--- config.mk ---
export PLATFORM = sky130hd
export DESIGN_NAME = rv32Core
export DESIGN_NICKNAME = d
export VERILOG_FILES = /design/src/rv32Pkg.sv /design/src/alu.sv /design/src/executeStage.sv /design/src/fetchUnit.sv /design/src/immGen.sv /design/src/instrDecoder.sv /design/src/regFile.sv /design/src/rv32Core.sv
export SDC_FILE = /design/constraint.sdc
export NUM_CORES = 2
export LEC_CHECK = 0
export CORE_MARGIN = 3
export CORE_UTILIZATION = 40
export CTS_CLUSTER_DIAMETER = 100
export CTS_CLUSTER_SIZE = 24
export DETAILED_ROUTE_END_ITERATION = 8
export DONT_BUFFER_PORTS = 1
export PLACE_DENSITY = 0.58
export SETUP_SLACK_MARGIN = 0.1
export SLEW_MARGIN = 20
export SYNTH_ARGS = -nofsm -noshare
export SYNTH_HDL_FRONTEND = slang
export SYNTH_SLANG_ARGS = --single-unit
--- constraint.sdc ---
create_clock -name clk -period 11.25 [get_ports clk]
set_input_delay 1.125 -clock clk [delete_from_list [all_inputs] [get_ports clk]]
set_output_delay 1.125 -clock clk [all_outputs]
set_load 0.01 [all_outputs]
--- src/rv32Pkg.sv ---
package rv32Pkg;

    typedef logic [31:0] wordT;
    typedef logic [4:0]  regAddrT;

    // Major opcodes, bits [6:0] of the instruction
    typedef enum logic [6:0] {
        opReg    = 7'b0110011,
        opImm    = 7'b0010011,
        opLoad   = 7'b0000011,
        opStore  = 7'b0100011,
        opBranch = 7'b1100011,
        opLui    = 7'b0110111,
        opAuipc  = 7'b0010111,
        opJal    = 7'b1101111,
        opJalr   = 7'b1100111
    } opcodeE;

    typedef enum logic [3:0] {
        aluAdd  = 4'd1,
        aluAnd  = 4'd2,
        aluSub  = 4'd3,
        aluSlt  = 4'd4,
        aluSll  = 4'd5,
        aluSrl  = 4'd6,
        aluSra  = 4'd7,
        aluZero = 4'd15     // Result forced to 0
    } aluOpE;

    typedef enum logic [2:0] {immNone, immI, immS, immB, immU, immJ} immTypeE;

    typedef enum logic [2:0] {brNone, brBeq, brBlt, brJal, brJalr} branchE;

    // Source of the register write
    typedef enum logic [2:0] {wbAlu, wbMem, wbPcPlus4, wbImm, wbPcImm} wbSelE;

    localparam logic [2:0] f3AddSub = 3'b000;
    localparam logic [2:0] f3Sll    = 3'b001;
    localparam logic [2:0] f3Slt    = 3'b010;
    localparam logic [2:0] f3Shr    = 3'b101;   // srl and sra
    localparam logic [2:0] f3And    = 3'b111;
    localparam logic [2:0] f3Word   = 3'b010;   // lw and sw
    localparam logic [2:0] f3Beq    = 3'b000;
    localparam logic [2:0] f3Blt    = 3'b100;
    localparam logic [2:0] f3Jalr   = 3'b000;

    localparam logic [6:0] f7Base   = 7'b0000000;
    localparam logic [6:0] f7Alt    = 7'b0100000;   // sub and sra

endpackage
--- src/alu.sv ---
`timescale 1ns/10ps

module alu import rv32Pkg::*; (
    input  wordT  srcA,
    input  wordT  srcB,
    input  aluOpE aluOp,
    output wordT  result,
    output logic  zero
);

    logic [4:0] shamt;

    assign shamt = srcB[4:0];   // RV32 shifts use 5 bits

    always_comb
    begin
        case (aluOp)
            aluAdd:
                result = srcA + srcB;
            aluAnd:
                result = srcA & srcB;
            aluSub:
                result = srcA - srcB;
            aluSlt:
                result = {31'b0, $signed(srcA) < $signed(srcB)};
            aluSll:
                result = srcA << shamt;
            aluSrl:
                result = srcA >> shamt;
            aluSra:
                result = wordT'($signed(srcA) >>> shamt);
            default:
                result = '0;            // aluZero
        endcase
    end

    assign zero = (result == '0);

endmodule

--- src/executeStage.sv ---
`timescale 1ns/10ps

module executeStage import rv32Pkg::*; (
    input  wordT   pc,
    input  wordT   pcPlus4,
    input  wordT   rs1Data,
    input  wordT   rs2Data,
    input  wordT   imm,
    input  logic   aluSrcImm,
    input  aluOpE  aluOp,
    input  wbSelE  wbSel,
    input  branchE branchKind,
    input  wordT   dataFromMem,
    output logic   takeBranch,
    output wordT   branchTarget,
    output wordT   addressToMem,
    output wordT   dataToMem,
    output wordT   writeData
);

    wordT srcB;
    wordT aluResult;
    logic aluZeroFlag;
    wordT pcImm;

    assign srcB = aluSrcImm ? imm : rs2Data;

    alu alu0 (
        .srcA   (rs1Data),
        .srcB   (srcB),
        .aluOp  (aluOp),
        .result (aluResult),
        .zero   (aluZeroFlag)
    );

    assign pcImm = pc + imm;    // Branch, jal and auipc share this adder

    always_comb
    begin
        case (branchKind)
            brBeq:   takeBranch = aluZeroFlag;
            brBlt:   takeBranch = aluResult[0];     // slt result
            brJal,
            brJalr:  takeBranch = 1'b1;
            default: takeBranch = 1'b0;
        endcase
    end

    assign branchTarget = (branchKind == brJalr) ? {aluResult[31:1], 1'b0} : pcImm;

    assign addressToMem = aluResult;
    assign dataToMem    = rs2Data;

    always_comb
    begin
        case (wbSel)
            wbMem:     writeData = dataFromMem;
            wbPcPlus4: writeData = pcPlus4;         // Link for jal and jalr
            wbImm:     writeData = imm;             // lui
            wbPcImm:   writeData = pcImm;           // auipc
            default:   writeData = aluResult;
        endcase
    end

endmodule

--- src/fetchUnit.sv ---
`timescale 1ns/10ps

module fetchUnit import rv32Pkg::*; #(
    parameter wordT resetVector = '0
) (
    input  logic clk,
    input  logic reset,
    input  logic takeBranch,
    input  wordT branchTarget,
    output wordT pc,
    output wordT pcPlus4
);

    wordT nextPc;

    assign pcPlus4 = pc + 32'd4;
    assign nextPc  = takeBranch ? branchTarget : pcPlus4;   // Taken branch or jump wins

    always_ff @(posedge clk)
    begin
        if (reset)
        begin
            pc <= resetVector;
        end
        else
        begin
            pc <= nextPc;
        end
    end

    // Targets come from the execute stage, so a bad immediate or jalr sum shows up here
    pcAligned: assert property (@(posedge clk) disable iff (reset) pc[1:0] == 2'b00)
        else $error("pc not word-aligned: %h", pc);

endmodule

--- src/immGen.sv ---
`timescale 1ns/10ps

module immGen import rv32Pkg::*; (
    input  wordT    instruction,
    input  immTypeE immType,
    output wordT    imm
);

    logic sign;

    assign sign = instruction[31];

    always_comb
    begin
        case (immType)
            immI:
                imm = {{20{sign}}, instruction[31:20]};
            immS:
                imm = {{20{sign}}, instruction[31:25], instruction[11:7]};
            immB:   // Offset in halfwords, bit 0 always zero
                imm = {{19{sign}}, sign, instruction[7], instruction[30:25],
                       instruction[11:8], 1'b0};
            immU:
                imm = {instruction[31:12], 12'b0};
            immJ:
                imm = {{11{sign}}, sign, instruction[19:12], instruction[20],
                       instruction[30:21], 1'b0};
            default:
                imm = '0;                   // immNone
        endcase
    end

endmodule

--- src/instrDecoder.sv ---
`timescale 1ns/10ps

module instrDecoder import rv32Pkg::*; (
    input  logic    reset,
    input  wordT    instruction,
    output logic    regWrite,
    output logic    memWrite,
    output logic    aluSrcImm,
    output aluOpE   aluOp,
    output immTypeE immType,
    output wbSelE   wbSel,
    output branchE  branchKind
);

    opcodeE     opcode;
    logic [2:0] funct3;
    logic [6:0] funct7;

    assign opcode = opcodeE'(instruction[6:0]);
    assign funct3 = instruction[14:12];
    assign funct7 = instruction[31:25];

    always_comb
    begin
        // Defaults describe a no-op
        regWrite   = 1'b0;
        memWrite   = 1'b0;
        aluSrcImm  = 1'b0;
        aluOp      = aluZero;
        immType    = immNone;
        wbSel      = wbAlu;
        branchKind = brNone;

        case (opcode)
            opReg:
            begin
                case ({funct7, funct3})
                    {f7Base, f3AddSub}: aluOp = aluAdd;
                    {f7Alt,  f3AddSub}: aluOp = aluSub;
                    {f7Base, f3And}:    aluOp = aluAnd;
                    {f7Base, f3Slt}:    aluOp = aluSlt;
                    {f7Base, f3Sll}:    aluOp = aluSll;
                    {f7Base, f3Shr}:    aluOp = aluSrl;
                    {f7Alt,  f3Shr}:    aluOp = aluSra;
                    default:            aluOp = aluZero;
                endcase
                regWrite = (aluOp != aluZero);      // Unknown funct fields stay a no-op
            end
            opImm:
            begin
                if (funct3 == f3AddSub)             // addi only
                begin
                    regWrite  = 1'b1;
                    aluSrcImm = 1'b1;
                    aluOp     = aluAdd;
                    immType   = immI;
                end
            end
            opLoad:
            begin
                if (funct3 == f3Word)
                begin
                    regWrite  = 1'b1;
                    aluSrcImm = 1'b1;
                    aluOp     = aluAdd;             // Base plus offset
                    immType   = immI;
                    wbSel     = wbMem;
                end
            end
            opStore:
            begin
                if (funct3 == f3Word)
                begin
                    memWrite  = 1'b1;
                    aluSrcImm = 1'b1;
                    aluOp     = aluAdd;
                    immType   = immS;
                end
            end
            opBranch:
            begin
                if (funct3 == f3Beq)
                begin
                    aluOp      = aluSub;            // Zero flag means equal
                    immType    = immB;
                    branchKind = brBeq;
                end
                else if (funct3 == f3Blt)
                begin
                    aluOp      = aluSlt;            // Signed compare
                    immType    = immB;
                    branchKind = brBlt;
                end
            end
            opLui:
            begin
                regWrite = 1'b1;
                immType  = immU;
                wbSel    = wbImm;
            end
            opAuipc:
            begin
                regWrite = 1'b1;
                immType  = immU;
                wbSel    = wbPcImm;
            end
            opJal:
            begin
                regWrite   = 1'b1;
                immType    = immJ;
                wbSel      = wbPcPlus4;             // Link value
                branchKind = brJal;
            end
            opJalr:
            begin
                if (funct3 == f3Jalr)
                begin
                    regWrite   = 1'b1;
                    aluSrcImm  = 1'b1;
                    aluOp      = aluAdd;            // rs1 plus offset as target
                    immType    = immI;
                    wbSel      = wbPcPlus4;
                    branchKind = brJalr;
                end
            end
            default:
            begin
                regWrite = 1'b0;                    // Unknown opcode
            end
        endcase

        // Keep the register file and data memory untouched during reset
        if (reset)
        begin
            regWrite = 1'b0;
            memWrite = 1'b0;
        end
    end

endmodule

--- src/regFile.sv ---
`timescale 1ns/10ps

module regFile import rv32Pkg::*; (
    input  logic    clk,
    input  regAddrT rs1Addr,
    input  regAddrT rs2Addr,
    input  regAddrT rdAddr,
    input  logic    writeEnable,
    input  wordT    writeData,
    output wordT    rs1Data,
    output wordT    rs2Data
);

    wordT regs [32];

    // x0 is decoded here rather than stored
    assign rs1Data = (rs1Addr == 5'd0) ? '0 : regs[rs1Addr];
    assign rs2Data = (rs2Addr == 5'd0) ? '0 : regs[rs2Addr];

    always_ff @(posedge clk)
    begin
        if (writeEnable && (rdAddr != 5'd0))
        begin
            regs[rdAddr] <= writeData;      // Visible to the next instruction
        end
    end

endmodule

--- src/rv32Core.sv ---
`timescale 1ns/10ps

module rv32Core import rv32Pkg::*; #(
    parameter wordT resetVector = '0
) (
    input  logic clk,
    input  logic reset,
    output wordT pc,
    input  wordT instruction,
    output logic we,
    output wordT addressToMem,
    output wordT dataToMem,
    input  wordT dataFromMem
);

    wordT    pcPlus4;
    wordT    branchTarget;
    logic    takeBranch;

    logic    regWrite;
    logic    aluSrcImm;
    aluOpE   aluOp;
    immTypeE immType;
    wbSelE   wbSel;
    branchE  branchKind;

    wordT    imm;
    wordT    rs1Data;
    wordT    rs2Data;
    wordT    writeData;

    fetchUnit #(.resetVector(resetVector)) fetch0 (
        .clk          (clk),
        .reset        (reset),
        .takeBranch   (takeBranch),
        .branchTarget (branchTarget),
        .pc           (pc),
        .pcPlus4      (pcPlus4)
    );

    instrDecoder decode0 (
        .reset       (reset),
        .instruction (instruction),
        .regWrite    (regWrite),
        .memWrite    (we),          // Store strobe straight to the data port
        .aluSrcImm   (aluSrcImm),
        .aluOp       (aluOp),
        .immType     (immType),
        .wbSel       (wbSel),
        .branchKind  (branchKind)
    );

    immGen imm0 (
        .instruction (instruction),
        .immType     (immType),
        .imm         (imm)
    );

    regFile regs0 (
        .clk         (clk),
        .rs1Addr     (instruction[19:15]),
        .rs2Addr     (instruction[24:20]),
        .rdAddr      (instruction[11:7]),
        .writeEnable (regWrite),
        .writeData   (writeData),
        .rs1Data     (rs1Data),
        .rs2Data     (rs2Data)
    );

    executeStage exec0 (
        .pc           (pc),
        .pcPlus4      (pcPlus4),
        .rs1Data      (rs1Data),
        .rs2Data      (rs2Data),
        .imm          (imm),
        .aluSrcImm    (aluSrcImm),
        .aluOp        (aluOp),
        .wbSel        (wbSel),
        .branchKind   (branchKind),
        .dataFromMem  (dataFromMem),
        .takeBranch   (takeBranch),
        .branchTarget (branchTarget),
        .addressToMem (addressToMem),
        .dataToMem    (dataToMem),
        .writeData    (writeData)
    );

endmodule

; After elaboration in Yosys (flattened, before gate mapping)
; Memories as Yosys holds them, arrays and structs flattened.
; Cells that the tools add are included.
; W data, S select, Z words.
[classes]
n_addsub = 4
mul = 0
div = 0
magnitude_cmp = 1
eq_ne = 38
n_shift = 3
muxes = 37
n_bitwise = 1
n_reduce_logical = 12
[op_table]
columns = operator, count
row1 = $pmux W32 S7, 1
row2 = $mux W32, 5
row3 = $pmux W32 S5, 1
row4 = $pmux W32 S4, 1
row5 = $add A32 B32 Y32, 2
row6 = $add A32 B3 Y32 const B, 1
row7 = $and A32 B32 Y32, 1
row8 = $logic_not A32 Y1, 1
row9 = $lt A32 B32 Y1, 1
row10 = $shl A32 B5 Y32, 1
row11 = $shr A32 B5 Y32, 1
row12 = $sshr A32 B5 Y32, 1
row13 = $sub A32 B32 Y32, 1
row14 = $pmux W4 S7, 1
row15 = $eq A3 B2 Y1 const B, 7
row16 = $eq A7 B6 Y1 const B, 3
row17 = $eq A7 B7 Y1 const B, 3
row18 = $eq A10 B3 Y1 const B, 2
row19 = $eq A10 B9 Y1 const B, 2
row20 = $mux W4, 5
row21 = $pmux W3 S6, 1
row22 = $eq A4 B3 Y1 const B, 4
row23 = $pmux W4 S4, 1
row24 = $eq A3 B3 Y1 const B, 5
row25 = other kinds (23), 44
[word_totals]
register_bits = 32
latchBits = 0
ram_bits = 1024
mem_bits_ro = 0
input_bits = 66
out_inout_bits = 97
mem_count = 1
[mem_list]
columns = memory, words, width, rd, rd_ports_with_merged_regs, wr, line_no
row1 = regs0.regs, 32, 32, 2, 0, 1, regFile.sv:14  ; wordT regs [32];

; Longest topological paths before layout
[depth]
ltp_word = 12
mapped_depth = 34
depth_no_buf = 26

; Cells and area by module
; A second synthesis with hierarchy kept.
[hier_totals]
hier_cells = 4818
area_unflattened_um2 = 63867.5
[modules_own_cells]
columns = mod, instances, cells_each, area_per_inst_um2, seq_area_each_um2
row1 = regFile, 1, 2564, 47904.7, 30749.5
row2 = alu, 1, 1238, 8780.9, 0.0
row3 = executeStage, 1, 646, 4460.5, 0.0
row4 = fetchUnit, 1, 231, 1870.5, 640.6
row5 = instrDecoder, 1, 73, 460.4, 0.0
row6 = immGen, 1, 66, 390.4, 0.0

; Least setup slack after synthesis
; OpenSTA, ideal clock, no wires.
[synth_timing]
kind = input-to-reg
start = in instruction[20]
end = mem regs0.regs[0][29] (netlist name) (data pin)
setup_time_ns = 0.377
t_arrival_ns = 8.761
required_ns = 10.873
setup_slack_ns = 2.112
path_stages = 29
path_buffers = 7
cell_sequence = buf_4 -> buf_4 -> buf_4 -> buf_2 -> clkbuf_1 -> buf_1 -> buf_1 -> mux4_2 -> mux4_2 -> mux2i_1 -> nor2_1 -> nand2_1 -> nand2_1 -> ha_1 -> nor2b_1 -> nor4b_1 -> nand2b_1 -> o221ai_1 -> a221oi_1 -> o41ai_1 -> a21oi_1 -> o31a_1 -> a221oi_1 -> o41ai_1 -> nor2_1 -> xnor2_1 -> o21ai_0 -> nor2_1 -> a21oi_1
[synth_between]
elab_chain_len = 6
word_cells_on_any_way = 14
classes_between = add/sub (3) / shift (3) / mux (5) / bitwise (1) / reduce/logical (1) / memory (1)
[synth_rtl]
columns = item, line_no
row1 = "start, declared", rv32Core.sv:9  ; input wordT instruction,
row2 = $mem_v2 Z32 W32 / $logic_not A5 Y1 (equally long branches), n/a
row3 = $mux W32 *, regFile.sv:18  ; assign rs2Data = (rs2Addr == 5'd0) ? '0 : regs[rs2Addr];
row4 = net dataToMem[6], rv32Core.sv:12  ; output wordT dataToMem,
row5 = $mux W32 *, executeStage.sv:26  ; assign srcB = aluSrcImm ? imm : rs2Data;
row6 = $sub A32 B32 Y32 / $add A32 B32 Y32 (equally long branches), "alu.sv:23, alu.sv:19"
row7 = $pmux W32 S7 *, alu.sv:17  ; case (aluOp)
row8 = net addressToMem[29], rv32Core.sv:11  ; output wordT addressToMem,
row9 = $pmux W32 S4 *, executeStage.sv:56  ; case (wbSel)
row10 = net exec0.writeData[29], executeStage.sv:18  ; output wordT writeData
row11 = "end, declared", regFile.sv:14
; Mark *: on every way through the listed nets, which the timed path passes. The rest lies on a longest branch.

; Final worst setup path
[layout_timing]
start = in instruction[20]
end = out addressToMem[29]
[layout_between]
elab_chain_len = 5
word_cells_on_any_way = 12
classes_between = add/sub (2) / shift (3) / mux (4) / bitwise (1) / reduce/logical (1) / memory (1)
[layout_rtl]
columns = item, line_no
row1 = $mem_v2 Z32 W32 / $logic_not A5 Y1 (equally long branches), n/a
row2 = $mux W32 *, regFile.sv:18
row3 = net dataToMem[4], rv32Core.sv:12
row4 = $mux W32 *, executeStage.sv:26
row5 = "$sub A32 B32 Y32, or another cell as far along", alu.sv:23  ; result = srcA - srcB;
row6 = $pmux W32 S7 *, alu.sv:17
row7 = "end, declared", rv32Core.sv:11
; Marks and branches as above.

==> run metrics <==
crit-path max FO approximately 280; fin. max-slew vios 194; WL final around 290,000 um; Reg power frac 0.496; sequential cell area approximately 0.031 mm^2; post-CTS setup buffer count 0; worst reg2reg setup slack roughly 2.6 ns; highest-count cells in the layout ignoring fill and taps edfxtp_1, mux4_2, nand2_1; Area contributors post-synth edfxtp_1, mux4_2, mux2i_1; drt wl/cell ~42 um; outcome finished with violations; setup_tns 0 ns; RD Place Congestion 1.06; met1 GRT Util 0.452; Yosys cell types 119; fin crit period 10.50 ns; pwr/cell area around 130 mW/mm^2; share of cells above drive strength 1 0.190; remaining antenna violation count 0; post-DP HPWL between 150,000 and 200,000 um; Worst Tran Pin Value 1.99 ns; sequential share of the synthesized area 0.496; NumNets Final 4,983; cell taking the most area after synthesis edfxtp_1; top-area cell type share of the netlist area 0.486; TritonRoute pass-1 iters 7; num rows 145; Worst Path Class, Setup in2out; Fin. Hold Viols 0; Maximum Capacitance Violations 0; CP Launch Type primary input; CTS tree yes; IO Port Bufs 0; Die W between 400 and 500 um; yosys warns 0; EDFF count, synth a little over 1,000; RSZ-0062 raised after global routing false; FILL cells approximately 14,000; vias in the first global route 46,400; H-tree levels 2; Cells after Synth between 4,000 and 5,000; combinational cell fraction of total power 0.255; Critical Path RT between 10 and 15 ns; first-pass GRT wire length ~390,000 um; hold path startpoint reset; Core Footprint between 0.15 and 0.2 mm^2; Critical Path End Type output port; largest net degree at the start of global routing 280; synthesized area per cell 12.9 um^2; Hold Path End fetch0.pc[25]; gr busiest metal met2; Worst Skew 0.0697 ns; Switching Share 0.324; cell depth of the worst hold path 1; area of the multi-input gates just over 0.03 mm^2; CTS-repair resized insts 0; Area Overhead vs Synth 7.37%; most common cell after layout, fill and taps aside edfxtp_1; FFs w/ async S/R, synth 0; Clock Sinks 1,056; WP data arrival between 9 and 10 ns; DRC 0; total I/O pin count ~160; # hold bufs at CTS 0; Static Leak ~23 nW; Worst-Skew Late Latency about 0.73 ns; cell internal pwr just under 0.006 W; worst reg2reg path depth 24; Final setup violation count 0; reg-to-reg startpoint regs0.regs[18][8]; clock buffer depth 3; Finished Layout Cells a little under 7,000; Net Switching roughly 0.0028 W; worst hold path type in2reg; M3 GR Usage 0.0643; Via Count 48,100; Num CTS Buffers 53; fmax 95.3 MHz; Starting Density 0.404; CTS root buffer clkbuf_16; grt ovf 0; vias per cell 6.97; DRT iter0 DRCs 6,959; Slew HR -0.328; initial antenna violation count 13; FF+latch count, synth about 1,100; Die ar. 0.163 mm^2; Mapped Area 0.0633 mm^2; DIE HEIGHT 404 um; All-Layer GR Usage 0.344; violated checks slew limit; final period utilization 0.933; Cells after DPL around 6,800; part of the power in the clock network 0.249; RR Endpoint fetch0.pc[2]; ys flop type edfxtp_1; global routing met2 resource utilization 0.541; peak supply drop 0.131 mV; Clk pin slew, worst setup/hold paths approximately 0.10 ns
[stage by stage]
stage | power [W] | cell area [um^2] | hold slack [ns] | util | setup WS, ns
global route | 0.00898 | 68000 | 0.539 | 0.434 | 1.04
global placement | 0.00659 | 66400 | 0.604 | 0.424 | 1.46
floorplan | 0.00573 | 63400 | 0.510 | - | 2.11
finish | 0.00876 | 68000 | 0.571 | 0.434 | 0.754
CTS | 0.00871 | 68000 | 0.499 | 0.434 | 1.71
detailed placement | 0.00656 | 66400 | 0.603 | 0.424 | 1.38
[sequential cells by signal, summed over array words and instances (netlist names)]
name / count
fetch0.pc: 32
regs0.regs: 1024
[metal layers]
metal	wire length, um	part of all wire	vias to the layer above
met3	26700	0.093	623
met4	19200	0.067	4
li1	-	-	19400
met5	31	0.00011	-
met2	131000	0.46	2927
met1	110000	0.38	25100
[power by group through the flow]
stage	clock network, W	registers [W]	logic, W
4_1_cts	0.00223	0.00435	0.00213
3_3_place_gp	0	0.00444	0.00215
5_1_grt	0.00236	0.00435	0.00227
3_5_place_dp	0	0.00444	0.00212
6_report	0.00218	0.00435	0.00223
2_1_floorplan	0	0.00444	0.00130
[area by class of cell]
type / count / area share
Antenna cell: 7 / 0.000258
Clock buffer: 53 / 0.0195
Inverter: 103 / 0.00580
Sequential cell: 1056 / 0.462
Tap cell: 2058 / 0.0379
Clock inverter: 11 / 0.00315
Timing Repair Buffer: 189 / 0.0216
Multi-Input combinational cell: 3414 / 0.450
[critical path: stages]
cell and delay (ns):
mux4_2 1.13, mux4_2 0.52, o221a_2 0.36, mux2i_4 0.22
ha_1 0.38, o2111a_1 0.22, nor4b_1 0.60, o221ai_1 0.38
a221oi_1 0.70, o41ai_1 0.17, buf_4 0.19, a21oi_1 0.22
o31a_1 0.27, a221oi_1 0.20, o41ai_1 0.60, nor2_1 0.11
xnor2_1 0.17, o21ai_0 0.68, buf_4 0.25
[worst max-delay path by stage]
stage / start / endpoint / slack [ns] / depth (start not counted)
after floorplan: instruction[20] / regs0.regs[0][29] / 2.11 / 29
after CTS: instruction[3] / addressToMem[29] / 1.71 / 21
after global placement: instruction[3] / fetch0.pc[27] / 1.46 / 28
after global routing: instruction[3] / addressToMem[29] / 1.04 / 22
final: instruction[20] / addressToMem[29] / 0.75 / 19
after detailed placement: instruction[3] / fetch0.pc[28] / 1.38 / 28
[Yosys cell counts (20+ instances only)]
master    count
mux2_2       24
or3_1        27
a31oi_1      25
nand2_1     391
a211oi_1     52
nand3_1     130
inv_1        97
buf_1        62
o22ai_1      36
o211ai_1     40
a22oi_1     143
a222oi_1     20
a21oi_1     235
mux2i_1     353
and2_1       28
nand4_1      31
mux4_2      456
edfxtp_1   1024
buf_4        23
a21o_1       34
clkbuf_1    186
a221oi_1     52
o21ai_0     139
dfxtp_1      32
nand2b_1     37
nor2b_1      22
o221ai_1     20
ha_1         97
mux2_4       26
nor3_1       77
and3_1       30
buf_2        76
a22o_1       23
xor2_1       36
nor2_1      409
xnor2_1      54
[cells by family (layout without fill, tap and decap cells)]
group,count (synthesis),in the layout,share of synthesized area
other,1,39,0.0000592
adders and majority gates,100,100,0.0201
xor gates and xnor gates,90,90,0.0124
muxes,861,861,0.229
AOI/OAI and AO/OA,1050,1050,0.118
DFF,1056,1056,0.496
buffers and inverters,463,356,0.0319
and+or+nand+nor,1281,1281,0.0931
Power figures use the tool's default switching activity.
